--- config.mk ---
export PLATFORM = sky130hd
export DESIGN_NAME = net_stack_core
export DESIGN_NICKNAME = d
export VERILOG_FILES = /design/src/source/net_stack_pkg.sv /design/src/source/net_addr_config.sv /design/src/source/rx_reg_slice.sv /design/src/source/tx_packet_merger.sv /design/src/source/net_traffic_stats.sv /design/src/source/net_stack_core.sv
export VERILOG_INCLUDE_DIRS = /design/src /design/src/source
export SDC_FILE = /design/constraint.sdc
export NUM_CORES = 1
export LEC_CHECK = 0
export CAP_MARGIN = 25
export CORE_AREA = 2 2 314 316
export CTS_BUF_LIST = sky130_fd_sc_hd__clkbuf_4
export DETAILED_ROUTE_END_ITERATION = 8
export DIE_AREA = 0 0 316 318
export DONT_BUFFER_PORTS = 1
export GPL_TIMING_DRIVEN = 0
export HOLD_SLACK_MARGIN = 0.02
export PLACE_DENSITY_LB_ADDON = 0.05
export SLEW_MARGIN = 20
export SYNTH_ARGS = -nofsm -noshare
export SYNTH_HDL_FRONTEND = slang
export SYNTH_SLANG_ARGS = --single-unit
--- constraint.sdc ---
create_clock -name user_clk -period 10.6 [get_ports user_clk]
set_clock_uncertainty 0.15 [all_clocks]
set_input_delay 1.59 -clock user_clk [delete_from_list [all_inputs] [get_ports user_clk]]
set_output_delay 1.59 -clock user_clk [all_outputs]
set_load 0.1 [all_outputs]
--- src/source/net_stack_settings.svh ---
/*
 * network stack settings
 * stream width, station base addresses and
 * the limits used by the traffic statistics
 */
`ifndef NET_STACK_SETTINGS_SVH
`define NET_STACK_SETTINGS_SVH

`define NET_DATA_WIDTH       64

// base addresses are stored lsb first
`define NET_MAC_ADDRESS      48'hE59D_0235_0A00
`define NET_IPV6_ADDRESS     128'hE59D_02FF_FF35_0A02_0000_0000_0000_80FE
`define NET_IP_SUBNET_MASK   32'h00FF_FFFF
`define NET_IP_RESET_ADDRESS 32'hD1D4_010B  // held while in reset
`define NET_GATEWAY_HOST     8'h01          // gateway is host .1

`define NET_STAT_WIDTH       32
`define NET_STALL_LIMIT      2    // tolerated stalled rx cycles

`endif

--- src/source/net_stack_pkg.sv ---
/*
 * network stack types
 * vector types for stream words and station addresses,
 * and the state encoding of the tx merger FSM
 */
`default_nettype none

`include "net_stack_settings.svh"

package net_stack_pkg;

   // stream payload
   typedef logic [`NET_DATA_WIDTH-1:0]   data_t;
   typedef logic [`NET_DATA_WIDTH/8-1:0] keep_t;  // one enable per byte

   // station addresses, lsb first
   typedef logic [47:0]  mac_addr_t;
   typedef logic [31:0]  ip4_addr_t;
   typedef logic [127:0] ip6_addr_t;
   typedef logic [7:0]   board_num_t;

   // statistics
   typedef logic [`NET_STAT_WIDTH-1:0] stat_cnt_t;
   typedef logic [7:0]                 stall_cnt_t;

   typedef enum logic [1:0] {
      MERGE_IDLE,  // no packet in flight
      MERGE_ARP,   // locked on arp source
      MERGE_IP     // locked on ip source
   } merge_state_t;

endpackage

`default_nettype wire

--- src/source/net_addr_config.sv ---
/*
 * station address configuration
 * registers the ip control word (byte swapped) and the board number,
 * then derives mac, ipv6, mask and gateway in a second register stage
 */
`timescale 1ns/10ps
`default_nettype none

`include "net_stack_settings.svh"

module net_addr_config (
   input  wire                        user_clk,
   input  wire                        net_aresetn,
   input  wire net_stack_pkg::ip4_addr_t  set_ip_addr_data,
   input  wire net_stack_pkg::board_num_t set_board_number_data,
   output net_stack_pkg::mac_addr_t   mac_address,
   output net_stack_pkg::ip4_addr_t   ip_address,
   output net_stack_pkg::ip4_addr_t   ip_subnet_mask,
   output net_stack_pkg::ip4_addr_t   ip_default_gateway,
   output net_stack_pkg::ip6_addr_t   link_local_ipv6_address
);
   import net_stack_pkg::*;

   localparam mac_addr_t MAC_BASE  = `NET_MAC_ADDRESS;
   localparam ip6_addr_t IPV6_BASE = `NET_IPV6_ADDRESS;

   ip4_addr_t  local_ip_address;  // first stage
   board_num_t board_number;

   // input stage, valid strobe is tied high so sample every cycle
   always_ff @(posedge user_clk) begin
      if (!net_aresetn) begin
         local_ip_address <= `NET_IP_RESET_ADDRESS;
         board_number     <= '0;
      end else begin
         local_ip_address <= {set_ip_addr_data[7:0],     // control word is big endian
                              set_ip_addr_data[15:8],
                              set_ip_addr_data[23:16],
                              set_ip_addr_data[31:24]};
         board_number     <= set_board_number_data;
      end
   end

   // distribution stage
   always_ff @(posedge user_clk) begin
      if (!net_aresetn) begin
         mac_address             <= '0;
         ip_address              <= '0;
         ip_subnet_mask          <= '0;
         ip_default_gateway      <= '0;
         link_local_ipv6_address <= '0;
      end else begin
         // top octet + board number, wraps at 256
         mac_address             <= {MAC_BASE[47:40] + board_number, MAC_BASE[39:0]};
         link_local_ipv6_address <= {IPV6_BASE[127:120] + board_number, IPV6_BASE[119:0]};
         ip_address              <= local_ip_address;  // static branch only
         ip_subnet_mask          <= `NET_IP_SUBNET_MASK;
         // last octet sits in 31:24 (lsb first)
         ip_default_gateway      <= {`NET_GATEWAY_HOST, local_ip_address[23:0]};
      end
   end

endmodule

`default_nettype wire

--- src/source/rx_reg_slice.sv ---
/*
 * rx register slice
 * two entry skid buffer between the network rx stream and the ip handler,
 * full throughput with a registered ready towards the network
 */
`timescale 1ns/10ps
`default_nettype none

module rx_reg_slice (
   input  wire                       user_clk,
   input  wire                       net_aresetn,
   input  wire                       rx_valid,
   output logic                      rx_ready,
   input  wire net_stack_pkg::data_t rx_data,
   input  wire net_stack_pkg::keep_t rx_keep,
   input  wire                       rx_last,
   output logic                      rx_out_valid,
   input  wire                       rx_out_ready,
   output net_stack_pkg::data_t      rx_out_data,
   output net_stack_pkg::keep_t      rx_out_keep,
   output logic                      rx_out_last
);
   import net_stack_pkg::*;

   logic  skid_valid;
   data_t skid_data;  // holds the beat caught while ready was still high
   keep_t skid_keep;
   logic  skid_last;

   logic in_fire;
   logic load_main;   // main register free this cycle
   logic skid_valid_d;

   assign in_fire      = rx_valid & rx_ready;
   assign load_main    = ~rx_out_valid | rx_out_ready;
   assign skid_valid_d = skid_valid ? ~load_main : (in_fire & ~load_main);

   // control
   always_ff @(posedge user_clk) begin
      if (!net_aresetn) begin
         rx_out_valid <= 1'b0;
         skid_valid   <= 1'b0;
         rx_ready     <= 1'b1;
      end else begin
         if (load_main)
            rx_out_valid <= skid_valid | in_fire;
         skid_valid <= skid_valid_d;
         rx_ready   <= ~skid_valid_d;  // low once both entries hold a beat
      end
   end

   // payload
   always_ff @(posedge user_clk) begin
      if (load_main) begin
         if (skid_valid) begin  // skid drains first, keeps order
            rx_out_data <= skid_data;
            rx_out_keep <= skid_keep;
            rx_out_last <= skid_last;
         end else if (in_fire) begin
            rx_out_data <= rx_data;
            rx_out_keep <= rx_keep;
            rx_out_last <= rx_last;
         end
      end else if (in_fire) begin  // main stalled, park in skid
         skid_data <= rx_data;
         skid_keep <= rx_keep;
         skid_last <= rx_last;
      end
   end

endmodule

`default_nettype wire

--- src/source/tx_packet_merger.sv ---
/*
 * tx packet merger
 * merges the arp and ip tx streams into the network tx stream,
 * round robin at packet granularity, zero latency
 */
`timescale 1ns/10ps
`default_nettype none

module tx_packet_merger (
   input  wire                       user_clk,
   input  wire                       net_aresetn,
   input  wire                       arp_tx_valid,
   output logic                      arp_tx_ready,
   input  wire net_stack_pkg::data_t arp_tx_data,
   input  wire net_stack_pkg::keep_t arp_tx_keep,
   input  wire                       arp_tx_last,
   input  wire                       ip_tx_valid,
   output logic                      ip_tx_ready,
   input  wire net_stack_pkg::data_t ip_tx_data,
   input  wire net_stack_pkg::keep_t ip_tx_keep,
   input  wire                       ip_tx_last,
   output logic                      net_tx_valid,
   input  wire                       net_tx_ready,
   output net_stack_pkg::data_t      net_tx_data,
   output net_stack_pkg::keep_t      net_tx_keep,
   output logic                      net_tx_last
);
   import net_stack_pkg::*;

   merge_state_t state;
   logic         last_ip;  // ip packet was served last
   logic         sel_arp;
   logic         sel_ip;
   logic         out_fire;

   // grant, fixed while locked
   always_comb begin
      sel_arp = 1'b0;
      sel_ip  = 1'b0;
      case (state)
         MERGE_ARP: sel_arp = 1'b1;
         MERGE_IP:  sel_ip  = 1'b1;
         default: begin
            if (arp_tx_valid && ip_tx_valid) begin
               sel_arp = last_ip;  // both waiting, other one's turn
               sel_ip  = ~last_ip;
            end else begin
               sel_arp = arp_tx_valid;
               sel_ip  = ip_tx_valid;
            end
         end
      endcase
   end

   // output mux
   assign net_tx_valid = (sel_arp & arp_tx_valid) | (sel_ip & ip_tx_valid);
   assign net_tx_data  = sel_arp ? arp_tx_data : ip_tx_data;
   assign net_tx_keep  = sel_arp ? arp_tx_keep : ip_tx_keep;
   assign net_tx_last  = sel_arp ? arp_tx_last : ip_tx_last;

   assign arp_tx_ready = sel_arp & net_tx_ready;  // loser sees ready low
   assign ip_tx_ready  = sel_ip & net_tx_ready;
   assign out_fire     = net_tx_valid & net_tx_ready;

   // lock as soon as a beat is offered so the output holds under back-pressure
   always_ff @(posedge user_clk) begin
      if (!net_aresetn) begin
         state   <= MERGE_IDLE;
         last_ip <= 1'b1;  // arp wins the first tie
      end else begin
         if (out_fire && net_tx_last) begin
            state   <= MERGE_IDLE;  // release on last beat
            last_ip <= sel_ip;
         end else if (net_tx_valid) begin
            state <= sel_arp ? MERGE_ARP : MERGE_IP;
         end
      end
   end

endmodule

`default_nettype wire

--- src/source/net_traffic_stats.sv ---
/*
 * traffic statistics
 * rx and tx word / packet counters plus a sticky flag
 * for a receive stream that stays stalled too long
 */
`timescale 1ns/10ps
`default_nettype none

`include "net_stack_settings.svh"

module net_traffic_stats (
   input  wire                      user_clk,
   input  wire                      net_aresetn,
   input  wire                      rx_valid,
   input  wire                      rx_ready,
   input  wire                      rx_last,
   input  wire                      net_tx_valid,
   input  wire                      net_tx_ready,
   input  wire                      net_tx_last,
   output net_stack_pkg::stat_cnt_t rx_word_count,
   output net_stack_pkg::stat_cnt_t rx_pkg_count,
   output net_stack_pkg::stat_cnt_t tx_word_count,
   output net_stack_pkg::stat_cnt_t tx_pkg_count,
   output logic                     rx_stream_down
);
   import net_stack_pkg::*;

   stall_cnt_t stall_count;  // consecutive stalled rx cycles
   logic       rx_fire;
   logic       tx_fire;

   assign rx_fire = rx_valid & rx_ready;
   assign tx_fire = net_tx_valid & net_tx_ready;

   always_ff @(posedge user_clk) begin
      if (!net_aresetn) begin
         rx_word_count  <= '0;
         rx_pkg_count   <= '0;
         tx_word_count  <= '0;
         tx_pkg_count   <= '0;
         stall_count    <= '0;
         rx_stream_down <= 1'b0;
      end else begin
         if (rx_fire) begin
            rx_word_count <= rx_word_count + 1'b1;
            if (rx_last)
               rx_pkg_count <= rx_pkg_count + 1'b1;
         end
         if (tx_fire) begin
            tx_word_count <= tx_word_count + 1'b1;
            if (net_tx_last)
               tx_pkg_count <= tx_pkg_count + 1'b1;
         end

         if (rx_ready)
            stall_count <= '0;
         else if (rx_valid && stall_count != '1)  // saturate
            stall_count <= stall_count + 1'b1;

         if (stall_count > `NET_STALL_LIMIT)
            rx_stream_down <= 1'b1;  // sticky until reset
      end
   end

endmodule

`default_nettype wire

--- src/source/net_stack_core.sv ---
/*
 * network stack core
 * top level of the stack glue: address config, rx slice,
 * tx arp/ip merger and traffic statistics
 */
`timescale 1ns/10ps
`default_nettype none

module net_stack_core (
   input  wire                            user_clk,
   input  wire                            net_aresetn,
   input  wire net_stack_pkg::ip4_addr_t  set_ip_addr_data,
   input  wire net_stack_pkg::board_num_t set_board_number_data,
   // network rx
   input  wire                            rx_valid,
   output logic                           rx_ready,
   input  wire net_stack_pkg::data_t      rx_data,
   input  wire net_stack_pkg::keep_t      rx_keep,
   input  wire                            rx_last,
   // towards ip handler
   output logic                           rx_out_valid,
   input  wire                            rx_out_ready,
   output net_stack_pkg::data_t           rx_out_data,
   output net_stack_pkg::keep_t           rx_out_keep,
   output logic                           rx_out_last,
   // tx sources
   input  wire                            arp_tx_valid,
   output logic                           arp_tx_ready,
   input  wire net_stack_pkg::data_t      arp_tx_data,
   input  wire net_stack_pkg::keep_t      arp_tx_keep,
   input  wire                            arp_tx_last,
   input  wire                            ip_tx_valid,
   output logic                           ip_tx_ready,
   input  wire net_stack_pkg::data_t      ip_tx_data,
   input  wire net_stack_pkg::keep_t      ip_tx_keep,
   input  wire                            ip_tx_last,
   // network tx
   output logic                           net_tx_valid,
   input  wire                            net_tx_ready,
   output net_stack_pkg::data_t           net_tx_data,
   output net_stack_pkg::keep_t           net_tx_keep,
   output logic                           net_tx_last,
   // station addresses
   output net_stack_pkg::mac_addr_t       mac_address,
   output net_stack_pkg::ip4_addr_t       ip_address,
   output net_stack_pkg::ip4_addr_t       ip_subnet_mask,
   output net_stack_pkg::ip4_addr_t       ip_default_gateway,
   output net_stack_pkg::ip6_addr_t       link_local_ipv6_address,
   // statistics
   output net_stack_pkg::stat_cnt_t       rx_word_count,
   output net_stack_pkg::stat_cnt_t       rx_pkg_count,
   output net_stack_pkg::stat_cnt_t       tx_word_count,
   output net_stack_pkg::stat_cnt_t       tx_pkg_count,
   output logic                           rx_stream_down
);

   net_addr_config net_addr_config_i (
      .user_clk, .net_aresetn,
      .set_ip_addr_data, .set_board_number_data,
      .mac_address, .ip_address, .ip_subnet_mask,
      .ip_default_gateway, .link_local_ipv6_address
   );

   rx_reg_slice rx_reg_slice_i (
      .user_clk, .net_aresetn,
      .rx_valid, .rx_ready, .rx_data, .rx_keep, .rx_last,
      .rx_out_valid, .rx_out_ready, .rx_out_data, .rx_out_keep, .rx_out_last
   );

   tx_packet_merger tx_packet_merger_i (
      .user_clk, .net_aresetn,
      .arp_tx_valid, .arp_tx_ready, .arp_tx_data, .arp_tx_keep, .arp_tx_last,
      .ip_tx_valid, .ip_tx_ready, .ip_tx_data, .ip_tx_keep, .ip_tx_last,
      .net_tx_valid, .net_tx_ready, .net_tx_data, .net_tx_keep, .net_tx_last
   );

   // watches rx at the slice input and the merged tx stream
   net_traffic_stats net_traffic_stats_i (
      .user_clk, .net_aresetn,
      .rx_valid, .rx_ready, .rx_last,
      .net_tx_valid, .net_tx_ready, .net_tx_last,
      .rx_word_count, .rx_pkg_count, .tx_word_count, .tx_pkg_count,
      .rx_stream_down
   );

endmodule

`default_nettype wire

; Word level (Yosys, flattened, before mapping)
; Index checks and enable logic that the tools add are counted.
[totals]
output_inout_bits = 552
in_bits = 266
regBits = 585
word_cells = 80
[op_classes]
muxes = 19
n_addsub = 6
magnitude_cmp = 1
n_reduce_logical = 10
n_eq_ne = 3
bitwise_logic = 15
[op_table]
columns = op, n
row1 = $mux W64, 3
row2 = $add A32 B1 Y32 const B, 4
row3 = $mux W120, 1
row4 = $mux W40, 1
row5 = $mux W25, 1
row6 = $mux W24, 1
row7 = $mux W8, 3
row8 = $add A8 B1 Y8 const B, 1
row9 = $add A8 B8 Y8 const A, 1
row10 = $gt A8 B2 Y1 const B, 1
row11 = $ne A8 B8 Y1 const B, 1
row12 = $reduce_and A2 Y1, 4
row13 = $and A1 B1 Y1, 7
row14 = $mux W1, 6
row15 = $not A1 Y1, 5
row16 = $pmux W1 S2, 2
row17 = $reduce_or A2 Y1, 2
row18 = $logic_and A1 B1 Y1, 3
row19 = $or A1 B1 Y1, 3
row20 = $eq A2 B1 Y1 const B, 1
row21 = $eq A2 B2 Y1 const B, 1
row22 = $mux W2, 1
row23 = $reduce_bool A2 Y1, 1

; Logic depth before layout (Yosys ltp)
[logic_depth]
depth_word = 8
depth_mapped = 9
depth_no_buf = 8

; Cells and area by module
; A second synthesis with hierarchy kept.
[hier_totals]
hier_cells = 1548
hier_area_um2 = 17614.4
[modules_own_cells]
columns = module, cells_per_inst, seq_area_each_um2, area_each_um2, instances
row1 = net_traffic_stats, 778, 2742.6, 6570.1, 1
row2 = rx_reg_slice, 237, 4444.3, 5620.4, 1
row3 = net_addr_config, 420, 1621.6, 4012.6, 1
row4 = tx_packet_merger, 113, 60.1, 1411.4, 1

; Worst setup path after synthesis
; Ideal clock, no wire load.
[synth_timing]
kind = input port to flip-flop
start = in rx_valid
end = reg rx_reg_slice_i.rx_out_data[0], enable pin
cell_stages = 4
setup_slack_ns = 4.420
setup_time_ns = 0.514
n_path_buf = 1
t_arrival_ns = 5.516
path_cell_list = and2_0 -> clkbuf_1 -> or2_2 -> nor2b_1
[synth_via]
elab_chain_cells = 3
[synth_lines]
columns = element, line
row1 = start: declaration, net_stack_core.sv:15  ; input wire rx_valid,
row2 = $and A1 B1 Y1, rx_reg_slice.sv:34  ; assign in_fire = rx_valid & rx_ready;
row3 = $reduce_bool A2 Y1 (no line), -
row4 = $reduce_and A2 Y1 (no line), -
row5 = end signal: assignment, rx_reg_slice.sv:56  ; rx_out_data <= skid_data;
row6 = end signal: assignment, rx_reg_slice.sv:60  ; rx_out_data <= rx_data;
row7 = end: declaration, rx_reg_slice.sv:19  ; output net_stack_pkg::data_t rx_out_data,
; No other way between the ends.
; A chain may end at the register's enable or synchronous reset.

; Worst setup path in the final report
[layout_timing]
start = reg tx_packet_merger_i.state[0]
end = out arp_tx_ready
[layout_via]
elab_chain_cells = 3
elab_cells_between_ends = 4
cone_classes = 2 x eq/ne / 1 x mux / 1 x bitwise
[layout_lines]
columns = element, line
row1 = start: declaration, tx_packet_merger.sv:30  ; merge_state_t state;
row2 = start signal: assignment, tx_packet_merger.sv:75  ; state <= sel_arp ? MERGE_ARP : MERGE_IP;
row3 = $eq A2 B2 Y1 / $eq A2 B1 Y1 (equally long branches), tx_packet_merger.sv:40  ; case (state)
row4 = $pmux W1 S2 *, tx_packet_merger.sv:40
row5 = $and A1 B1 Y1 *, tx_packet_merger.sv:61  ; assign arp_tx_ready = sel_arp & net_tx_ready;
row6 = end: declaration, net_stack_core.sv:28  ; output logic arp_tx_ready,
; Every way passes the cells marked *; elsewhere a longest branch is shown, timed or not.

==> flow_summary.yaml <==
worst_setup_path:
  critPathSlowestCell: "sky130_fd_sc_hd__and2_1"
  worst-path-buf-inv: 3
  critical_path.most_common_cell: "sky130_fd_sc_hd__clkbuf_1"
  worstPathCellList: "inv_1 > ha_1 > nand2_1 > o22ai_2 > clkbuf_1 > clkbuf_1 > and2_1"
  critPathLaunchType: "flip-flop"
  critPathKind: "flip-flop to output port"
  timing.critical_path.required_ps: 8860
  path_max_fanout: 10
  worst_setup_path_end_kind: "output port"
  critPathArrivalTime_ps: 4090
  timing.critical_path.slowest_cell_delay_ps: 880
  path_delay_family: "buffers and inverters"
sta:
  fmax_mhz: 172
  max_slew.worst_pin.slew_ps: 1140
  final-hold-violation-count: 0
  finalMaxSlewViolations: 0
  final_report_setup_violation_count: 0
  final_min_period_over_clock_period: 0.550
  unrepaired_setup_endpoints_after_global_routing: "false"
  final_hold_slack_ps: 276
  slew-limit-headroom: 0.242
  final_period_minus_worst_setup_slack_ps: 5830
  setup-tns-final_ps: 0
run_status:
  outcome: "complete, no violations"
route:
  ant_nets: 0
  vias_per_cell: 3.76
  drc_errors: 0
  route.vias.total: 12300
  drt_first_pass_iters: 5
  detail_route.wl_per_cell_um: 19.2
  postRouteWirelength_um: 62900
  dr.first_iter.drc_count: 546
synthesis:
  dominantRegCellSynth: "sky130_fd_sc_hd__dfxtp_1"
  postSynth.asyncResetShare: 0
  synth_area_leaders: "sky130_fd_sc_hd__dfxtp_1 (27%), sky130_fd_sc_hd__edfxtp_1 (26%), sky130_fd_sc_hd__buf_4 (10%), sky130_fd_sc_hd__mux2_2 (9.7%), sky130_fd_sc_hd__xnor2_1 (2.9%)"
  syn-mean-instance-area_um2: 11.1
  synth_top_area_share: 0.265
  synth_largest_area_cell: "sky130_fd_sc_hd__dfxtp_1"
  synthesis.yosys.warnings: 0
  number_of_distinct_library_cell_variants_in_the_gate_level_netlist_after_synthesis: 54
  ys_seq_elements: 370
  netlist_instances: 1528
  synth-seq-area-share: 0.525
  number_of_enable_type_register_cells_in_the_synthesized_netlist: 146
  syn_area_um2: 16900
clock_tree:
  h_tree_depth: 3
  cts-buffers-inserted: 115
  clk_pin_slew_ps: 70
  post-cts-setup-buffer-count: 0
  cts_resized: 0
  cts.hold.buffers_added: 0
  max-clock-path-buffers: 3
  cts.sink_count: 370
  cts_root_buffer: "sky130_fd_sc_hd__clkbuf_4"
  cts_tree: "yes"
  clk-insertion-delay-late_ps: 940
die:
  initial_core_utilization: 0.173
  dieWidth_um: 316
  design.die.area_um2: 100000
  placeableCoreArea_um2: 97400
  floorplan.rows: 115
  floorplan.io_pins: 818
  fp.dieH_um: 318
global_route:
  first_global_vias: 12000
  grt_pass1_wl_um: 86900
  grt_busiest_layer: "met2"
  met1_usage: 0.135
  grt.met2_usage: 0.178
  gr-usage-all-layers: 0.119
  grt_antenna_before_repair: 15
  grt_start_max_net_pins: 50
  grt_remaining_overflow: 0
  grtUsageMet3: 0.0827
pwr:
  p_leak_uw: 0.00854
  power.combinational.fraction: 0.228
  power.clock.fraction: 0.349
  worst_ir_drop_vdd_v: 0.0000658
  power_frac_seq: 0.423
  internal_power_uw: 2490
  power_switching_share: 0.409
  power_per_cell_area_nw_per_um2: 184
  netSwitchingPower_uw: 1720
layout:
  area_growth_syn_to_layout_pct: 34.9
  fraction_of_the_core_area_covered_by_cells_at_the_end_of_the_flow: 0.234
  finalNonFillerCells: 3282
  highest_count_cells_in_the_layout_ignoring_fill_and_taps: "sky130_fd_sc_hd__buf_4 (231), sky130_fd_sc_hd__dfxtp_1 (175), sky130_fd_sc_hd__clkbuf_4 (173), sky130_fd_sc_hd__edfxtp_1 (146), sky130_fd_sc_hd__mux2_2 (145)"
  layout.cells.most_common: "sky130_fd_sc_hd__buf_4"
  final_nets: 2177
  drive_above_1_share: 0.361
run:
  cap_violations: 0
min_path:
  holdCritPathClass: "flip-flop to flip-flop"
place:
  placedCellCount: 3035
  gpl.final_weighted_congestion: 0.728
  port_buffers: 0
  place_hpwl_um: 48500
power groups by stage:
stage / sequential [µW] / clock, µW / combinational, µW
after global routing: 1780 / 1640 / 986
after global placement: 1840 / 0 / 912
after CTS: 1780 / 1570 / 962
after detailed placement: 1810 / 0 / 961
after floorplan: 1810 / 0 / 850
final: 1780 / 1470 / 958
synth_stat cells, drive strengths merged (12+ instances only):
| master | n |
|---|---|
| dfxtp | 224 |
| or3 | 12 |
| edfxtp | 146 |
| or4 | 24 |
| clkbuf | 45 |
| buf | 247 |
| nor4 | 23 |
| xor2 | 27 |
| nand4 | 37 |
| mux2 | 145 |
| o21ai | 17 |
| a21oi | 46 |
| o31ai | 25 |
| inv | 25 |
| nand3 | 48 |
| and3 | 13 |
| nand2b | 28 |
| nor2 | 96 |
| nand2 | 69 |
| xnor2 | 55 |
| mux2i | 16 |
| nor3 | 26 |
| and2 | 69 |
metal layers:
metal	part of all wire	wire length (µm)
met1	0.39	24400
met4	0.022	1380
met2	0.44	27700
met5	0.0015	93
met3	0.15	9250
flip-flops by register name, indices dropped and copies added (netlist names), 2 cells and up:
| signal | flops |
|---|---|
| rx_reg_slice_i.rx_out_data | 64 |
| rx_reg_slice_i.skid_data | 64 |
| net_addr_config_i.local_ip_address | 32 |
| net_traffic_stats_i.rx_pkg_count | 32 |
| net_traffic_stats_i.rx_word_count | 32 |
| net_traffic_stats_i.tx_pkg_count | 32 |
| net_traffic_stats_i.tx_word_count | 32 |
| net_addr_config_i.ip_default_gateway | 23 |
| net_addr_config_i.ip_address | 9 |
| net_addr_config_i.board_number | 8 |
| net_addr_config_i.mac_address | 8 |
| net_traffic_stats_i.stall_count | 8 |
| rx_reg_slice_i.rx_out_keep | 8 |
| rx_reg_slice_i.skid_keep | 8 |
| tx_packet_merger_i.state | 2 |
logic make-up (layout without fill, tap and decap cells):
group / after synthesis / count (layout) / synth area share
buf+inv: 317 / 653 / 0.123
fa+ha+maj: 9 / 9 / 0.00667
simple gates: 479 / 479 / 0.157
mux: 161 / 161 / 0.106
xor+xnor: 82 / 82 / 0.0425
flops: 370 / 370 / 0.525
compound gates: 109 / 109 / 0.0401
other cells: 1 / 132 / 0.000222
stage by stage:
stage                     setup WS (ps)  total power (µW)  cell area, µm²
after global placement             1330              2750           19000
after floorplan                    4420              2660           17400
final                              4770              4210           22800
after global routing               4310              4410           22800
after detailed placement           4790              2770           20700
after CTS                          4450              4320           22200
area by class of cell:
| type | count | area, µm² |
|---|---|---|
| fill | 10500 | 74600 |
| sequential | 370 | 8930 |
| multi-input combinational | 966 | 6430 |
| timing repair buffer | 132 | 2240 |
| buffer | 292 | 1980 |
| tap | 1287 | 1610 |
| clock buffer | 173 | 1300 |
| clock inverter | 31 | 185 |
| inverter | 25 | 93.8 |
| antenna | 6 | 15.0 |
worst paths after layout:
path	start	end	slack [ps]	cells after the start
min reg2reg	net_addr_config_i.local_ip_address[28]	net_addr_config_i.ip_address[28]	280	1
min	net_addr_config_i.local_ip_address[28]	net_addr_config_i.ip_address[28]	280	1
max reg2reg	tx_packet_merger_i.state[0]	tx_packet_merger_i.state[0]	7130	9
max	tx_packet_merger_i.state[0]	arp_tx_ready	4770	7
(Power assumes the default switching activity.)
